[src/motor_ctrl_consts.svh]
`ifndef MOTOR_CTRL_CONSTS_SVH
`define MOTOR_CTRL_CONSTS_SVH

// system clocks per SCLK half period
`define MC_SPI_CLK_DIV 4

// idle clocks with chip select high between frames
`define MC_FRAME_GAP 8

// number of words in the driver setup table
`define MC_SETUP_COUNT 5

// setup table, write address byte then 32 data bits
// chopconf: toff 3, hstrt 4, hend 1, tbl 2, spreadcycle
`define MC_SETUP_WORD_0 40'hEC_000100C3
// ihold_irun: ihold 10, irun 31, iholddelay 6
`define MC_SETUP_WORD_1 40'h90_00061F0A
// tpowerdown: standstill delay before current reduction
`define MC_SETUP_WORD_2 40'h91_0000000A
// gconf with en_pwm_mode set, stealthchop on
`define MC_SETUP_WORD_3 40'h80_00000004
// pwmconf: autoscale, pwm_freq 2/1024, ampl 200, grad 1
`define MC_SETUP_WORD_4 40'hF0_000401C8

// wishbone register word indices
`define MC_REG_CTRL   2'd0
`define MC_REG_HALF   2'd1
`define MC_REG_STATUS 2'd2
`define MC_REG_RESP   2'd3

`endif

[src/motor_ctrl_pkg.sv]
`default_nettype none

package motor_ctrl_pkg;

    // one 40-bit spi frame, address or status byte on top
    typedef logic [39:0] spi_frame_t;

    // driver status byte, top of every reply
    typedef logic [7:0] status_byte_t;

    // step half period in clocks minus one
    typedef logic [31:0] half_period_t;

    // wishbone register word index and data word
    typedef logic [1:0] wb_addr_t;
    typedef logic [31:0] wb_data_t;

    // position in the setup table
    typedef logic [2:0] setup_idx_t;

    // spi frame engine
    typedef enum logic [1:0] {
        SPI_IDLE,
        SPI_SELECT,
        SPI_SHIFT,
        SPI_DESELECT
    } spi_state_t;

    // setup table walker
    typedef enum logic [1:0] {
        SEQ_LOAD,
        SEQ_WAIT_BUSY,
        SEQ_GAP,
        SEQ_DONE
    } seq_state_t;

endpackage

`default_nettype wire

[src/driver_setup_seq.sv]
`timescale 1ns/1ps
`default_nettype none

`include "motor_ctrl_consts.svh"

module driver_setup_seq (
    input  wire                        clk_in,
    input  wire                        reset_n_in,
    input  wire                        restart,
    input  wire                        spi_busy,
    input  wire motor_ctrl_pkg::spi_frame_t spi_rx_frame,
    output logic                       spi_start,
    output motor_ctrl_pkg::spi_frame_t spi_tx_frame,
    output logic                       setup_done,
    output motor_ctrl_pkg::spi_frame_t last_reply
);

    localparam int GAP_W = $clog2(`MC_FRAME_GAP + 1);
    localparam logic [GAP_W-1:0] GAP_LAST = GAP_W'(`MC_FRAME_GAP - 1);
    localparam motor_ctrl_pkg::setup_idx_t IDX_LAST =
        motor_ctrl_pkg::setup_idx_t'(`MC_SETUP_COUNT - 1);

    motor_ctrl_pkg::seq_state_t state;
    motor_ctrl_pkg::setup_idx_t idx;
    logic [GAP_W-1:0] gap_cnt;
    logic frame_end;

    // busy is already high in the first wait cycle, so low means done
    assign frame_end = (state == motor_ctrl_pkg::SEQ_WAIT_BUSY) && !spi_busy;

    assign spi_start = (state == motor_ctrl_pkg::SEQ_LOAD) && !spi_busy && !restart;
    assign setup_done = (state == motor_ctrl_pkg::SEQ_DONE);

    // setup table lookup
    always_comb begin
        case (idx)
            3'd0: spi_tx_frame = `MC_SETUP_WORD_0;
            3'd1: spi_tx_frame = `MC_SETUP_WORD_1;
            3'd2: spi_tx_frame = `MC_SETUP_WORD_2;
            3'd3: spi_tx_frame = `MC_SETUP_WORD_3;
            3'd4: spi_tx_frame = `MC_SETUP_WORD_4;
            default: spi_tx_frame = '0;
        endcase
    end

    always_ff @(posedge clk_in or negedge reset_n_in) begin
        if (!reset_n_in) begin
            state <= motor_ctrl_pkg::SEQ_LOAD;
            idx <= '0;
            gap_cnt <= '0;
        end else if (restart) begin
            // start over from the first word
            state <= motor_ctrl_pkg::SEQ_LOAD;
            idx <= '0;
            gap_cnt <= '0;
        end else begin
            case (state)
                motor_ctrl_pkg::SEQ_LOAD: begin
                    if (!spi_busy) begin
                        state <= motor_ctrl_pkg::SEQ_WAIT_BUSY;
                    end
                end
                motor_ctrl_pkg::SEQ_WAIT_BUSY: begin
                    if (frame_end) begin
                        if (idx == IDX_LAST) begin
                            state <= motor_ctrl_pkg::SEQ_DONE;
                        end else begin
                            gap_cnt <= '0;
                            state <= motor_ctrl_pkg::SEQ_GAP;
                        end
                    end
                end
                motor_ctrl_pkg::SEQ_GAP: begin
                    if (gap_cnt == GAP_LAST) begin
                        gap_cnt <= '0;
                        idx <= idx + 1'b1;
                        state <= motor_ctrl_pkg::SEQ_LOAD;
                    end else begin
                        gap_cnt <= gap_cnt + 1'b1;
                    end
                end
                motor_ctrl_pkg::SEQ_DONE: begin
                    // stay until restart
                    state <= motor_ctrl_pkg::SEQ_DONE;
                end
                default: state <= motor_ctrl_pkg::SEQ_LOAD;
            endcase
        end
    end

    // reply of the frame that just ended
    always_ff @(posedge clk_in) begin
        if (frame_end) begin
            last_reply <= spi_rx_frame;
        end
    end

    a_idx_in_table: assert property (
        @(posedge clk_in) disable iff (!reset_n_in)
        idx < motor_ctrl_pkg::setup_idx_t'(`MC_SETUP_COUNT)
    ) else $error("setup index ran past the table");

endmodule

`default_nettype wire

[src/motor_ctrl_top.sv]
`timescale 1ns/1ps
`default_nettype none

module motor_ctrl_top (
    input  wire                          clk_in,
    input  wire                          reset_n_in,
    input  wire                          wb_cyc,
    input  wire                          wb_stb,
    input  wire                          wb_we,
    input  wire motor_ctrl_pkg::wb_addr_t wb_adr,
    input  wire motor_ctrl_pkg::wb_data_t wb_dat_w,
    output motor_ctrl_pkg::wb_data_t     wb_dat_r,
    output logic                         wb_ack,
    input  wire                          spi_miso,
    output logic                         spi_sclk,
    output logic                         spi_mosi,
    output logic                         spi_cs_n,
    output logic                         step
);

    logic step_enable;
    logic restart_setup;
    logic setup_done;
    logic spi_busy;
    logic spi_start;
    motor_ctrl_pkg::half_period_t half_period;
    motor_ctrl_pkg::spi_frame_t spi_tx_frame;
    motor_ctrl_pkg::spi_frame_t spi_rx_frame;
    motor_ctrl_pkg::spi_frame_t last_reply;

    // host register block
    motor_wb_regs u_regs (
        .clk_in(clk_in),
        .reset_n_in(reset_n_in),
        .wb_cyc(wb_cyc),
        .wb_stb(wb_stb),
        .wb_we(wb_we),
        .wb_adr(wb_adr),
        .wb_dat_w(wb_dat_w),
        .wb_dat_r(wb_dat_r),
        .wb_ack(wb_ack),
        .step_enable(step_enable),
        .half_period(half_period),
        .restart_setup(restart_setup),
        .setup_done(setup_done),
        .spi_busy(spi_busy),
        .last_reply(last_reply)
    );

    driver_setup_seq u_seq (
        .clk_in(clk_in),
        .reset_n_in(reset_n_in),
        .restart(restart_setup),
        .spi_busy(spi_busy),
        .spi_rx_frame(spi_rx_frame),
        .spi_start(spi_start),
        .spi_tx_frame(spi_tx_frame),
        .setup_done(setup_done),
        .last_reply(last_reply)
    );

    spi_master u_spi (
        .clk_in(clk_in),
        .reset_n_in(reset_n_in),
        .start(spi_start),
        .tx_frame(spi_tx_frame),
        .miso(spi_miso),
        .busy(spi_busy),
        .rx_frame(spi_rx_frame),
        .sclk(spi_sclk),
        .mosi(spi_mosi),
        .cs_n(spi_cs_n)
    );

    step_pulse_gen u_step (
        .clk_in(clk_in),
        .reset_n_in(reset_n_in),
        .enable(step_enable),
        .setup_done(setup_done),
        .half_period(half_period),
        .step(step)
    );

endmodule

`default_nettype wire

[src/motor_wb_regs.sv]
`timescale 1ns/1ps
`default_nettype none

`include "motor_ctrl_consts.svh"

module motor_wb_regs (
    input  wire                          clk_in,
    input  wire                          reset_n_in,
    input  wire                          wb_cyc,
    input  wire                          wb_stb,
    input  wire                          wb_we,
    input  wire motor_ctrl_pkg::wb_addr_t wb_adr,
    input  wire motor_ctrl_pkg::wb_data_t wb_dat_w,
    output motor_ctrl_pkg::wb_data_t     wb_dat_r,
    output logic                         wb_ack,
    output logic                         step_enable,
    output motor_ctrl_pkg::half_period_t half_period,
    output logic                         restart_setup,
    input  wire                          setup_done,
    input  wire                          spi_busy,
    input  wire motor_ctrl_pkg::spi_frame_t last_reply
);

    motor_ctrl_pkg::status_byte_t status_byte;
    logic access;
    logic wr_en;

    // new cycle, not the one already being acked
    assign access = wb_cyc && wb_stb && !wb_ack;
    assign wr_en = access && wb_we;
    assign status_byte = last_reply[39:32];

    always_ff @(posedge clk_in or negedge reset_n_in) begin
        if (!reset_n_in) begin
            wb_ack <= 1'b0;
            step_enable <= 1'b0;
            half_period <= '0;
            restart_setup <= 1'b0;
        end else begin
            wb_ack <= access;
            restart_setup <= 1'b0;
            if (wr_en) begin
                case (wb_adr)
                    `MC_REG_CTRL: begin
                        step_enable <= wb_dat_w[0];
                        restart_setup <= wb_dat_w[1];
                    end
                    `MC_REG_HALF: half_period <= wb_dat_w;
                    default: ;
                endcase
            end
        end
    end

    // read data lands in the ack cycle
    always_ff @(posedge clk_in) begin
        if (access && !wb_we) begin
            case (wb_adr)
                `MC_REG_CTRL: wb_dat_r <= {31'd0, step_enable};
                `MC_REG_HALF: wb_dat_r <= half_period;
                `MC_REG_STATUS: wb_dat_r <= {16'd0, status_byte, 6'd0, spi_busy, setup_done};
                `MC_REG_RESP: wb_dat_r <= last_reply[31:0];
                default: wb_dat_r <= '0;
            endcase
        end
    end

    a_ack_single: assert property (
        @(posedge clk_in) disable iff (!reset_n_in) wb_ack |=> !wb_ack
    ) else $error("wishbone ack held for two cycles");

endmodule

`default_nettype wire

[src/spi_master.sv]
`timescale 1ns/1ps
`default_nettype none

`include "motor_ctrl_consts.svh"

module spi_master (
    input  wire                        clk_in,
    input  wire                        reset_n_in,
    input  wire                        start,
    input  wire motor_ctrl_pkg::spi_frame_t tx_frame,
    input  wire                        miso,
    output logic                       busy,
    output motor_ctrl_pkg::spi_frame_t rx_frame,
    output logic                       sclk,
    output logic                       mosi,
    output logic                       cs_n
);

    localparam int FRAME_BITS = $bits(motor_ctrl_pkg::spi_frame_t);
    localparam int DIV_W = $clog2(`MC_SPI_CLK_DIV + 1);
    localparam logic [DIV_W-1:0] DIV_LAST = DIV_W'(`MC_SPI_CLK_DIV - 1);
    localparam logic [5:0] BIT_LAST = 6'(FRAME_BITS - 1);

    motor_ctrl_pkg::spi_state_t state;
    logic [DIV_W-1:0] div_cnt;
    logic [5:0] bit_cnt;
    motor_ctrl_pkg::spi_frame_t tx_shift;
    motor_ctrl_pkg::spi_frame_t rx_shift;

    logic div_last;
    logic fall_tick;
    logic rise_tick;

    assign div_last = (div_cnt == DIV_LAST);

    // falling edge puts out the next bit, rising edge samples miso
    assign fall_tick = div_last && ((state == motor_ctrl_pkg::SPI_SELECT) ||
                                    (state == motor_ctrl_pkg::SPI_SHIFT && sclk));
    assign rise_tick = div_last && (state == motor_ctrl_pkg::SPI_SHIFT) && !sclk;

    assign busy = (state != motor_ctrl_pkg::SPI_IDLE);
    assign rx_frame = rx_shift;

    always_ff @(posedge clk_in or negedge reset_n_in) begin
        if (!reset_n_in) begin
            state <= motor_ctrl_pkg::SPI_IDLE;
            div_cnt <= '0;
            bit_cnt <= '0;
            sclk <= 1'b1;
            mosi <= 1'b0;
            cs_n <= 1'b1;
        end else begin
            if (state == motor_ctrl_pkg::SPI_IDLE) begin
                div_cnt <= '0;
            end else if (div_last) begin
                div_cnt <= '0;
            end else begin
                div_cnt <= div_cnt + 1'b1;
            end

            case (state)
                motor_ctrl_pkg::SPI_IDLE: begin
                    if (start) begin
                        cs_n <= 1'b0;
                        bit_cnt <= '0;
                        state <= motor_ctrl_pkg::SPI_SELECT;
                    end
                end
                motor_ctrl_pkg::SPI_SELECT: begin
                    // one half period of setup before the first edge
                    if (div_last) begin
                        sclk <= 1'b0;
                        mosi <= tx_shift[FRAME_BITS-1];
                        state <= motor_ctrl_pkg::SPI_SHIFT;
                    end
                end
                motor_ctrl_pkg::SPI_SHIFT: begin
                    if (rise_tick) begin
                        sclk <= 1'b1;
                        if (bit_cnt == BIT_LAST) begin
                            state <= motor_ctrl_pkg::SPI_DESELECT;
                        end else begin
                            bit_cnt <= bit_cnt + 1'b1;
                        end
                    end else if (fall_tick) begin
                        sclk <= 1'b0;
                        mosi <= tx_shift[FRAME_BITS-1];
                    end
                end
                motor_ctrl_pkg::SPI_DESELECT: begin
                    // hold time after the last rising edge
                    if (div_last) begin
                        cs_n <= 1'b1;
                        mosi <= 1'b0;
                        state <= motor_ctrl_pkg::SPI_IDLE;
                    end
                end
                default: state <= motor_ctrl_pkg::SPI_IDLE;
            endcase
        end
    end

    // shift registers, msb first in both directions
    always_ff @(posedge clk_in) begin
        if (state == motor_ctrl_pkg::SPI_IDLE && start) begin
            tx_shift <= tx_frame;
        end else if (fall_tick) begin
            tx_shift <= {tx_shift[FRAME_BITS-2:0], 1'b0};
        end
        if (rise_tick) begin
            rx_shift <= {rx_shift[FRAME_BITS-2:0], miso};
        end
    end

    // the sequencer must honor busy before asking for a frame
    a_no_start_when_busy: assert property (
        @(posedge clk_in) disable iff (!reset_n_in) start |-> !busy
    ) else $error("spi start while a frame is in progress");

endmodule

`default_nettype wire

[src/step_pulse_gen.sv]
`timescale 1ns/1ps
`default_nettype none

module step_pulse_gen (
    input  wire                          clk_in,
    input  wire                          reset_n_in,
    input  wire                          enable,
    input  wire                          setup_done,
    input  wire motor_ctrl_pkg::half_period_t half_period,
    output logic                         step
);

    motor_ctrl_pkg::half_period_t cnt;
    logic run;

    // no steps before the driver is configured
    assign run = enable && setup_done;

    always_ff @(posedge clk_in or negedge reset_n_in) begin
        if (!reset_n_in) begin
            cnt <= '0;
            step <= 1'b0;
        end else if (!run) begin
            cnt <= '0;
            step <= 1'b0;
        end else if (cnt == '0) begin
            // toggle and pick up the current half period
            step <= ~step;
            cnt <= half_period;
        end else begin
            cnt <= cnt - 1'b1;
        end
    end

endmodule

`default_nettype wire

[config.mk]
export PLATFORM = sky130hd
export DESIGN_NAME = motor_ctrl_top
export DESIGN_NICKNAME = d
export VERILOG_FILES = /design/src/motor_ctrl_pkg.sv /design/src/driver_setup_seq.sv /design/src/motor_ctrl_top.sv /design/src/motor_wb_regs.sv /design/src/spi_master.sv /design/src/step_pulse_gen.sv
export VERILOG_INCLUDE_DIRS = /design/src /design/src/src
export SDC_FILE = /design/constraint.sdc
export NUM_CORES = 1
export LEC_CHECK = 0
export ABC_AREA = 1
export BUFFER_PORTS_ARGS = -buffer_cell sky130_fd_sc_hd__buf_2
export CAP_MARGIN = 20
export CORE_ASPECT_RATIO = 0.8
export CORE_MARGIN = 1.5
export CORE_UTILIZATION = 60
export DETAILED_ROUTE_END_ITERATION = 8
export PLACE_DENSITY = 0.78
export SKIP_CTS_REPAIR_TIMING = 1
export SKIP_LAST_GASP = 1
export SLEW_MARGIN = 20
export SYNTH_ARGS = -nofsm -noshare
export SYNTH_HDL_FRONTEND = slang
export SYNTH_SLANG_ARGS = --single-unit
[constraint.sdc]
create_clock -name clk_in -period 4.9 [get_ports clk_in]
set_input_delay 0.98 -clock clk_in [delete_from_list [all_inputs] [get_ports clk_in]]
set_output_delay 0.98 -clock clk_in [all_outputs]
set_load 0.01 [all_outputs]
==> metrics.cfg, run 1 <==
[clock_network]
root_buffer = clkbuf_16
htree_levels = 1
cts_num_sinks = 243
cts_buffer_depth = 3
cts_tree = yes
insertion_delay_ns = 0.53
cts_buffers = 23
clkTransAtPathRegs_ns = 0.07

[final_layout]
n_antenna_cell = 0
regArea_mm2 = 0.006844
utilization_pct = 69.69
multi_input_area_mm2 = 0.003123
drive_gt1_share_pct = 14.02
syn_to_final_growth_pct = 14.43
fillCellCount = 1245
fin_nets = 1157
layout_commonest_cell = nand2_1
final_cell_mix = 247 x nand2_1, 162 x nor2_1, 152 x edfxtp_1

[timing]
fmax_mhz = 323.9
slew_viol_final = 0
rsz0062_at_grt = false
tns_ns = 0
hold_viol = 0
timing.hold.ws_ns = 0.4129
min_period_ns = 3.087
relSlewSlack_pct = 38.71
tightest_slew_ns = 0.9180
finClkSkew_ns = 0.02289
setup_viol = 0
fin_crit_sh_pct = 63.00

[setup_path]
cp_common_cell = inv_1
critPathKind = flip-flop to flip-flop
worst_ep_arrival_time_ns = 3.47
cp.required_ns = 5.28
path_cells = inv_1 > ha_1 > nand4_2 > inv_1 > nand2_1 > nand4_1
cpPeakStageDelay_ns = 0.83
critPathCaptureType = flip-flop
path_max_fanout = 26
worst_setup_path_start_kind = flip-flop
slowest_stage = inv_1

[logic_synthesis]
ys_types = 37
mappedNetlistArea_mm2 = 0.01049
synth_nets = 1070
synth_area_per_cell_um2 = 10.32
yosysWarnings = 0
synth-edff-count = 152
async_reset_ff_share_pct = 37.45
synthFlopType = edfxtp_1
yosys_register_bits = 243
syn_inst = 1016
yosysSeqAreaShare_pct = 65.27

[route]
routedWlPerCell_um = 16.73
drt_iter0_drc = 565
num_vias = 7314
via_per_inst = 5.438
drtAntennaViolNets = 0
dr.pass1.iters = 5
drcViolationCount = 0
drt-total-wl_um = 22500

[floorplan]
coreArea_mm2 = 0.01722
die_area_mm2 = 0.01828
fp.dieH_um = 121.2
ios = 77
num_rows = 43
initial_utilization_pct = 60.90
die_w_um = 150.8

[job]
maxCapViolations = 0

[run_status]
status = complete, no violations

[placed_design]
port_buffers = 76
dpl.hpwl_um = 15160
routabilityCongestion = 0.9782

[global_routing]
overflow = 0
grt_pass1_vias = 6983
grt_max_degree = 51
antenna_found_initial = 0
grt_first_pass_wirelength_um = 36140
track_usage_pct = 25.84

[worst_hold_path]
worstHoldPathType = flip-flop to flip-flop

## worst max-delay path: cells and delay by family, from the launching register on
kind	cells	cell delay (ns)
DFF	1	0.41
and+or+nand+nor	3	1.16
buffers and inverters	2	0.94
adders and majority gates	1	0.41
## area by class of cell
cell class                      count  area share, %
Sequential cell                   243          57.04
Multi-Input combinational cell    638          26.03
Clock buffer                       32          5.673
Timing Repair Buffer               83          4.297
Inverter                          114          3.587
Tap cell                          225          2.346
Clock inverter                     10          1.022
## per-stage QoR
step	setup slack, ns	cells	instance area (um^2)
6_report	1.813	1345	12000
3_3_place_gp	1.827	1299	11080
5_1_grt	1.577	1345	12000
4_1_cts	1.828	1342	11920
3_5_place_dp	1.777	1300	11110
2_1_floorplan	0.2020	1016	10490
## registers in the layout (all words and copies together), names as in the netlist, 3 cells and up
register and count:
u_step.cnt 32, u_regs.half_period 32, u_spi.div_cnt 3, u_spi.tx_shift 40, u_seq.gap_cnt 4, u_spi.rx_frame 40, u_seq.last_reply 40, u_spi.bit_cnt 6
u_seq.idx 3, u_regs.wb_dat_r 32
## final timing paths
path | from | endpoint | slack [ns] | cells after the start
setup / recovery | u_spi.state[1] | u_spi.tx_shift[1] | 1.81 | 6
hold / removal | u_spi.rx_frame[39] | u_seq.last_reply[39] | 0.41 | 0
setup reg to reg | u_spi.state[1] | u_spi.tx_shift[1] | 1.81 | 6
hold reg to reg | u_spi.rx_frame[39] | u_seq.last_reply[39] | 0.41 | 0
max in group asynchronous | reset_n_in | u_step.cnt[11] | 3.40 | 2
min in group asynchronous | reset_n_in | u_step.cnt[9] | 0.46 | 1
## cells in the mapped netlist, types with 2 or more instances
library cell / instances / share of area (%)
o31ai_1: 2 / 0.14
nor2_4: 8 / 0.86
dfrtp_1: 89 / 21
inv_2: 3 / 0.11
nand3_1: 38 / 1.8
nor2_1: 163 / 5.8
nand2_1: 247 / 8.8
clkbuf_1: 10 / 0.36
dfstp_2: 2 / 0.50
o21ai_0: 52 / 2.5
xnor2_1: 9 / 0.75
inv_1: 109 / 3.9
buf_4: 2 / 0.14
nor2_2: 11 / 0.66
ha_1: 14 / 1.7
edfxtp_1: 152 / 44
nor3_1: 9 / 0.43
nand4_1: 13 / 0.78
mux2_1: 15 / 1.6
a21oi_1: 30 / 1.4
buf_2: 6 / 0.29
nand2_2: 3 / 0.18
a22o_1: 8 / 0.67
o21ai_1: 2 / 0.095
xor2_1: 7 / 0.58
## logic make-up (layout without fill, tap and decap cells)
group                    Yosys count  count (layout)  synth area share [%]
XOR/XNOR                          16              16                 1.337
AND/OR/NAND/NOR                  497             497                 19.93
buffers and inverters            135             239                 5.227
adder cells (fa/ha/maj)           14              14                 1.671
AO/OA/AOI/OAI                     96              96                 4.952
multiplexers                      15              15                 1.611
flip-flops                       243             243                 65.27
## metal layers
metal	GRT usage (%)	vias up	share of wire (%)
met4	6.614	0	2.3
met5	0	-	0
li1	-	3494	-
met2	39.21	270	45
met1	39.21	3506	46
met3	4.211	44	6.4
Power of run 1 is left out: the tool's default activity adds up to more than one toggle a clock period on the data nets, which glitch-free logic cannot reach.
==> inputs of run 2 (changes only) <==
clock period = 2.95 ns   (was 4.9 ns; I/O delays follow)
==> run 2 against run 1 <==
  * Register-to-register slack got worse by 1.1 ns
  * Non-clock buffer count rose by 4
  * Cell area is 0.42% lower
  * Sequential cell count is the same
  * Critical path type unchanged
  * Critical endpoint is now u_spi.rx_frame[22]
==> metrics.cfg, run 2 (same netlist as run 1, synthesis figures left out) <==
[timing]
min_period_ns = 2.190  ; -0.8967 ns
fmax_mhz = 456.5  ; +41%
tightest_slew_ns = 0.7936  ; -0.1243 ns
slew_viol_final = 0  ; unchanged
finClkSkew_ns = 0.01875  ; -0.004140 ns
hold_viol = 0  ; unchanged
setup_viol = 0  ; unchanged
setup_ws_ns = 0.7596  ; -1.053 ns
relSlewSlack_pct = 46.89  ; +8.2 points
tns_ns = 0  ; unchanged
fin_crit_sh_pct = 74.25  ; +11 points
rsz0062_at_grt = false

[setup_path]
cp_common_cell = inv_2
critPathKind = flip-flop to flip-flop
cp_top_family = buffers and inverters
worst_ep_arrival_time_ns = 2.35  ; -1.12 ns
path_cells = inv_1 > ha_1 > inv_2 > nor2_1 > nand2_1 > inv_2 > buf_4
worst_setup_path_start_kind = flip-flop
critPathCaptureType = flip-flop
cp.required_ns = 3.11  ; -2.17 ns
path_max_fanout = 31  ; +19%
cpPeakStageDelay_ns = 0.42  ; -0.41 ns
slowest_stage = buf_4
path_buf_inv = 4  ; +2

[route]
via_per_inst = 5.326  ; -2.1%
drt-total-wl_um = 21780  ; -3.2%
dr.pass1.iters = 5  ; unchanged
drcViolationCount = 0  ; unchanged
drt_iter0_drc = 547  ; -3.2%
routedWlPerCell_um = 16.12  ; -3.6%
num_vias = 7195  ; -1.6%
drtAntennaViolNets = 0  ; unchanged

[clock_network]
insertion_delay_ns = 0.52  ; about the same
root_buffer = clkbuf_16
htree_levels = 1  ; unchanged
clkTransAtPathRegs_ns = 0.06  ; about the same
cts_num_sinks = 243  ; unchanged
cts_buffer_depth = 3  ; unchanged
cts_tree = yes
cts_buffers = 24  ; +4.3%

[global_routing]
grt_first_pass_wirelength_um = 35200  ; -2.6%
track_usage_pct = 25.10  ; -0.74 points
grt_max_degree = 82  ; +61%
overflow = 0  ; unchanged
antenna_found_initial = 1  ; +1
grt_pass1_vias = 7035  ; +0.74%

[final_layout]
n_antenna_cell = 0  ; unchanged
layout_commonest_cell = nand2_1
fillCellCount = 1259  ; +1.1%
fin_nets = 1162  ; +0.43%
layout.cells.non_filler = 1351  ; +0.45%
syn_to_final_growth_pct = 13.95
final_cell_mix = 247 x nand2_1, 162 x nor2_1, 152 x edfxtp_1
drive_gt1_share_pct = 14.56  ; +0.55 points
utilization_pct = 69.40  ; -0.29 points

[placed_design]
post-place-ws_ns = 0.7626  ; -1.015 ns
dp.cells = 1307  ; +0.54%
port_buffers = 76  ; unchanged
dpl.hpwl_um = 14970  ; -1.2%
routabilityCongestion = 0.9581  ; -2.1%

[worst_hold_path]
worstHoldPathType = input port to async pin

[floorplan]
fp.dieH_um = 121.2  ; unchanged
initial_utilization_pct = 60.90  ; unchanged
ios = 77  ; unchanged
die_area_mm2 = 0.01828  ; unchanged
num_rows = 43  ; unchanged
coreArea_mm2 = 0.01722  ; unchanged
die_w_um = 150.8  ; unchanged

[job]
maxCapViolations = 0  ; unchanged

[run_status]
status = complete, no violations

-- run 2: cell type report --
cell class | instances | area, um^2 | area share (%)
repair buffers | 87 | 469.2 | 3.927
clock inverters | 16 | 155.1 | 1.299
inverters | 114 | 430.4 | 3.602
well taps | 225 | 281.5 | 2.356
flip-flops and latches | 243 | 6844 | 57.28
clock buffers | 28 | 635.6 | 5.320
multi-input cells | 638 | 3132 | 26.21
-- run 2: routing by layer --
layer  track usage [%]  share of wire (%)
met1             35.47                 44
met2             39.21                 45
met3             4.850                7.3
met4             8.738                3.2
met5                 0              0.060
-- run 2: worst paths after layout --
check	startpoint	endpoint	slack, ns	cells past startpoint
max	u_spi.state[0]	u_spi.rx_frame[22]	0.76	7
min	reset_n_in	u_regs.half_period[24]	0.13	1
max reg2reg	u_spi.state[0]	u_spi.rx_frame[22]	0.76	7
min reg2reg	u_spi.rx_frame[39]	u_seq.last_reply[39]	0.44	0
max in group asynchronous	reset_n_in	u_regs.half_period[2]	2.22	2
min in group clk_in	spi_miso	u_spi.rx_frame[0]	0.25	1
-- run 2: through the flow --
stage | hold WS [ns] | instance area (um^2)
2_1_floorplan | 0.2944 | 10500
3_3_place_gp | 0.4071 | 11150
3_5_place_dp | 0.4284 | 11150
4_1_cts | 0.2274 | 11940
5_1_grt | 0.1904 | 11950
6_report | 0.1253 | 11950
Power of run 2 is left out for the same reason.
==> inputs of run 3 (changes only) <==
clock period = 2.2 ns   (was 2.95 ns; I/O delays follow)
==> run 3 against run 2 <==
  * Register-to-register slack got worse by 0.45 ns
  * Critical path depth increased by 4
  * Largest cell class unchanged
  * Setup slack got worse by 0.45 ns
  * Routed wire length increased by 4.4%
  * Fmax increased by 16%
  * First-iteration DRC count increased by 41%
  * Global-route usage increased by 1.2 points
  * Via count increased by 2.6%
==> metrics.cfg, run 3 (same netlist as run 1, synthesis figures left out) <==
[global_routing]
antenna_found_initial = 2  ; +1
overflow = 0  ; unchanged
grt_pass1_vias = 7077  ; +0.60%
track_usage_pct = 26.33  ; +1.2 points
grt_first_pass_wirelength_um = 36650  ; +4.1%
grt_max_degree = 50  ; -39%

[final_layout]
fillCellCount = 1239  ; -1.6%
final_cell_mix = 247 x nand2_1, 162 x nor2_1, 152 x edfxtp_1
drive_gt1_share_pct = 14.45  ; -0.12 points
layout_commonest_cell = nand2_1
syn_to_final_growth_pct = 15.24
utilization_pct = 70.18  ; +0.78 points
fin_nets = 1171  ; +0.77%
layout.cells.non_filler = 1361  ; +0.74%

[route]
drcViolationCount = 0  ; unchanged
num_vias = 7380  ; +2.6%
drt-total-wl_um = 22750  ; +4.4%
via_per_inst = 5.422  ; +1.8%
drtAntennaViolNets = 0  ; unchanged
routedWlPerCell_um = 16.71  ; +3.7%
dr.pass1.iters = 5  ; unchanged
drt_iter0_drc = 773  ; +41%

[placed_design]
port_buffers = 76  ; unchanged
post-place-ws_ns = 0.3407  ; -0.4219 ns
dpl.hpwl_um = 15730  ; +5.1%
routabilityCongestion = 0.9840  ; +2.7%
dp.cells = 1315  ; +0.61%

[floorplan]
coreArea_mm2 = 0.01722  ; unchanged
die_w_um = 150.8  ; unchanged
die_area_mm2 = 0.01828  ; unchanged
fp.dieH_um = 121.2  ; unchanged
num_rows = 43  ; unchanged
initial_utilization_pct = 60.90  ; unchanged
ios = 77  ; unchanged

[timing]
min_period_ns = 1.890  ; -0.3008 ns
fmax_mhz = 529.2  ; +16%
finClkSkew_ns = 0.01597  ; -0.002783 ns
setup_viol = 0  ; unchanged
setup_ws_ns = 0.3104  ; -0.4492 ns
hold_viol = 0  ; unchanged
relSlewSlack_pct = 65.09  ; +18 points
slew_viol_final = 0  ; unchanged
rsz0062_at_grt = false
tns_ns = 0  ; unchanged
tightest_slew_ns = 0.5236  ; -0.2700 ns
fin_crit_sh_pct = 85.89  ; +12 points

[setup_path]
path_max_fanout = 22  ; -29%
cp.required_ns = 2.60  ; -0.51 ns
worst_setup_path_start_kind = flip-flop
critPathCaptureType = flip-flop
critPathKind = flip-flop to flip-flop
crit_start = u_step.cnt[0]
reg2reg_depth = 11  ; +4
crit-reg2reg-launch = u_step.cnt[0]
worst_ep_arrival_time_ns = 2.29  ; -0.06 ns
r2r-end = u_step.cnt[26]
r2r_setup_slack_ns = 0.31  ; -0.45 ns
critical_path.endpoint = u_step.cnt[26]

[worst_hold_path]
worstHoldPathType = input port to flip-flop

[clock_network]
insertion_delay_ns = 0.52  ; about the same
root_buffer = clkbuf_16
cts_num_sinks = 243  ; unchanged
cts_buffers = 24  ; unchanged
cts_tree = yes
clkTransAtPathRegs_ns = 0.06  ; about the same
htree_levels = 1  ; unchanged
cts_buffer_depth = 3  ; unchanged

[run_status]
status = complete, no violations

[job]
maxCapViolations = 0  ; unchanged

[run 3: per-stage QoR]
stage / hold slack, ns / instance area, um^2
CTS: -0.1071 / 12070
finish: 0.09950 / 12080
global route: 0.08613 / 12080
global placement: 0.4038 / 11300
floorplan: 0.1444 / 10520
detailed placement: 0.4071 / 11300
[run 3: cell type report]
class                           count  area, um^2  share of cell area [%]
Tap cell                          225       281.5                   2.330
Inverter                          114       430.4                   3.562
Clock buffer                       32       650.6                   5.385
Timing Repair Buffer               96       623.1                   5.157
Clock inverter                     12       118.9                  0.9837
Sequential cell                   243        6844                   56.64
Antenna cell                        1       2.502                 0.02071
Multi-Input combinational cell    638        3132                   25.92
[run 3: how the worst min path moves through the flow]
stage | from | end | slack (ns) | depth (start not counted)
5_1_grt | spi_miso | u_spi.rx_frame[0] | 0.09 | 1
3_3_place_gp | u_spi.rx_frame[39] | u_seq.last_reply[39] | 0.40 | 0
4_1_cts | reset_n_in | u_regs.step_enable | -0.11 | 1
3_5_place_dp | u_spi.rx_frame[39] | u_seq.last_reply[39] | 0.41 | 0
2_1_floorplan | reset_n_in | u_regs.half_period[0] | 0.14 | 0
6_report | spi_miso | u_spi.rx_frame[0] | 0.1 | 1
[run 3: metal layers]
layer  part of all wire [%]  up-vias  track usage [%]
li1                       -     3532                -
met1                     44     3539            39.13
met2                     47      267            40.53
met3                    6.7       40            4.662
met4                    2.1        2            6.796
met5                  0.031        -                0
[run 3: critical path, cell delays in order, from the launching register on]
cell and delay (ns):
dfrtp_1 0.35, inv_1 0.13, ha_1 0.21, inv_1 0.05, nor2_1 0.08, nand2_1 0.05, nor2_1 0.08, nand3_1 0.13
nor2_4 0.43, a21oi_1 0.14, nand2_1 0.08, inv_1 0.03
Power of run 3 is left out for the same reason.
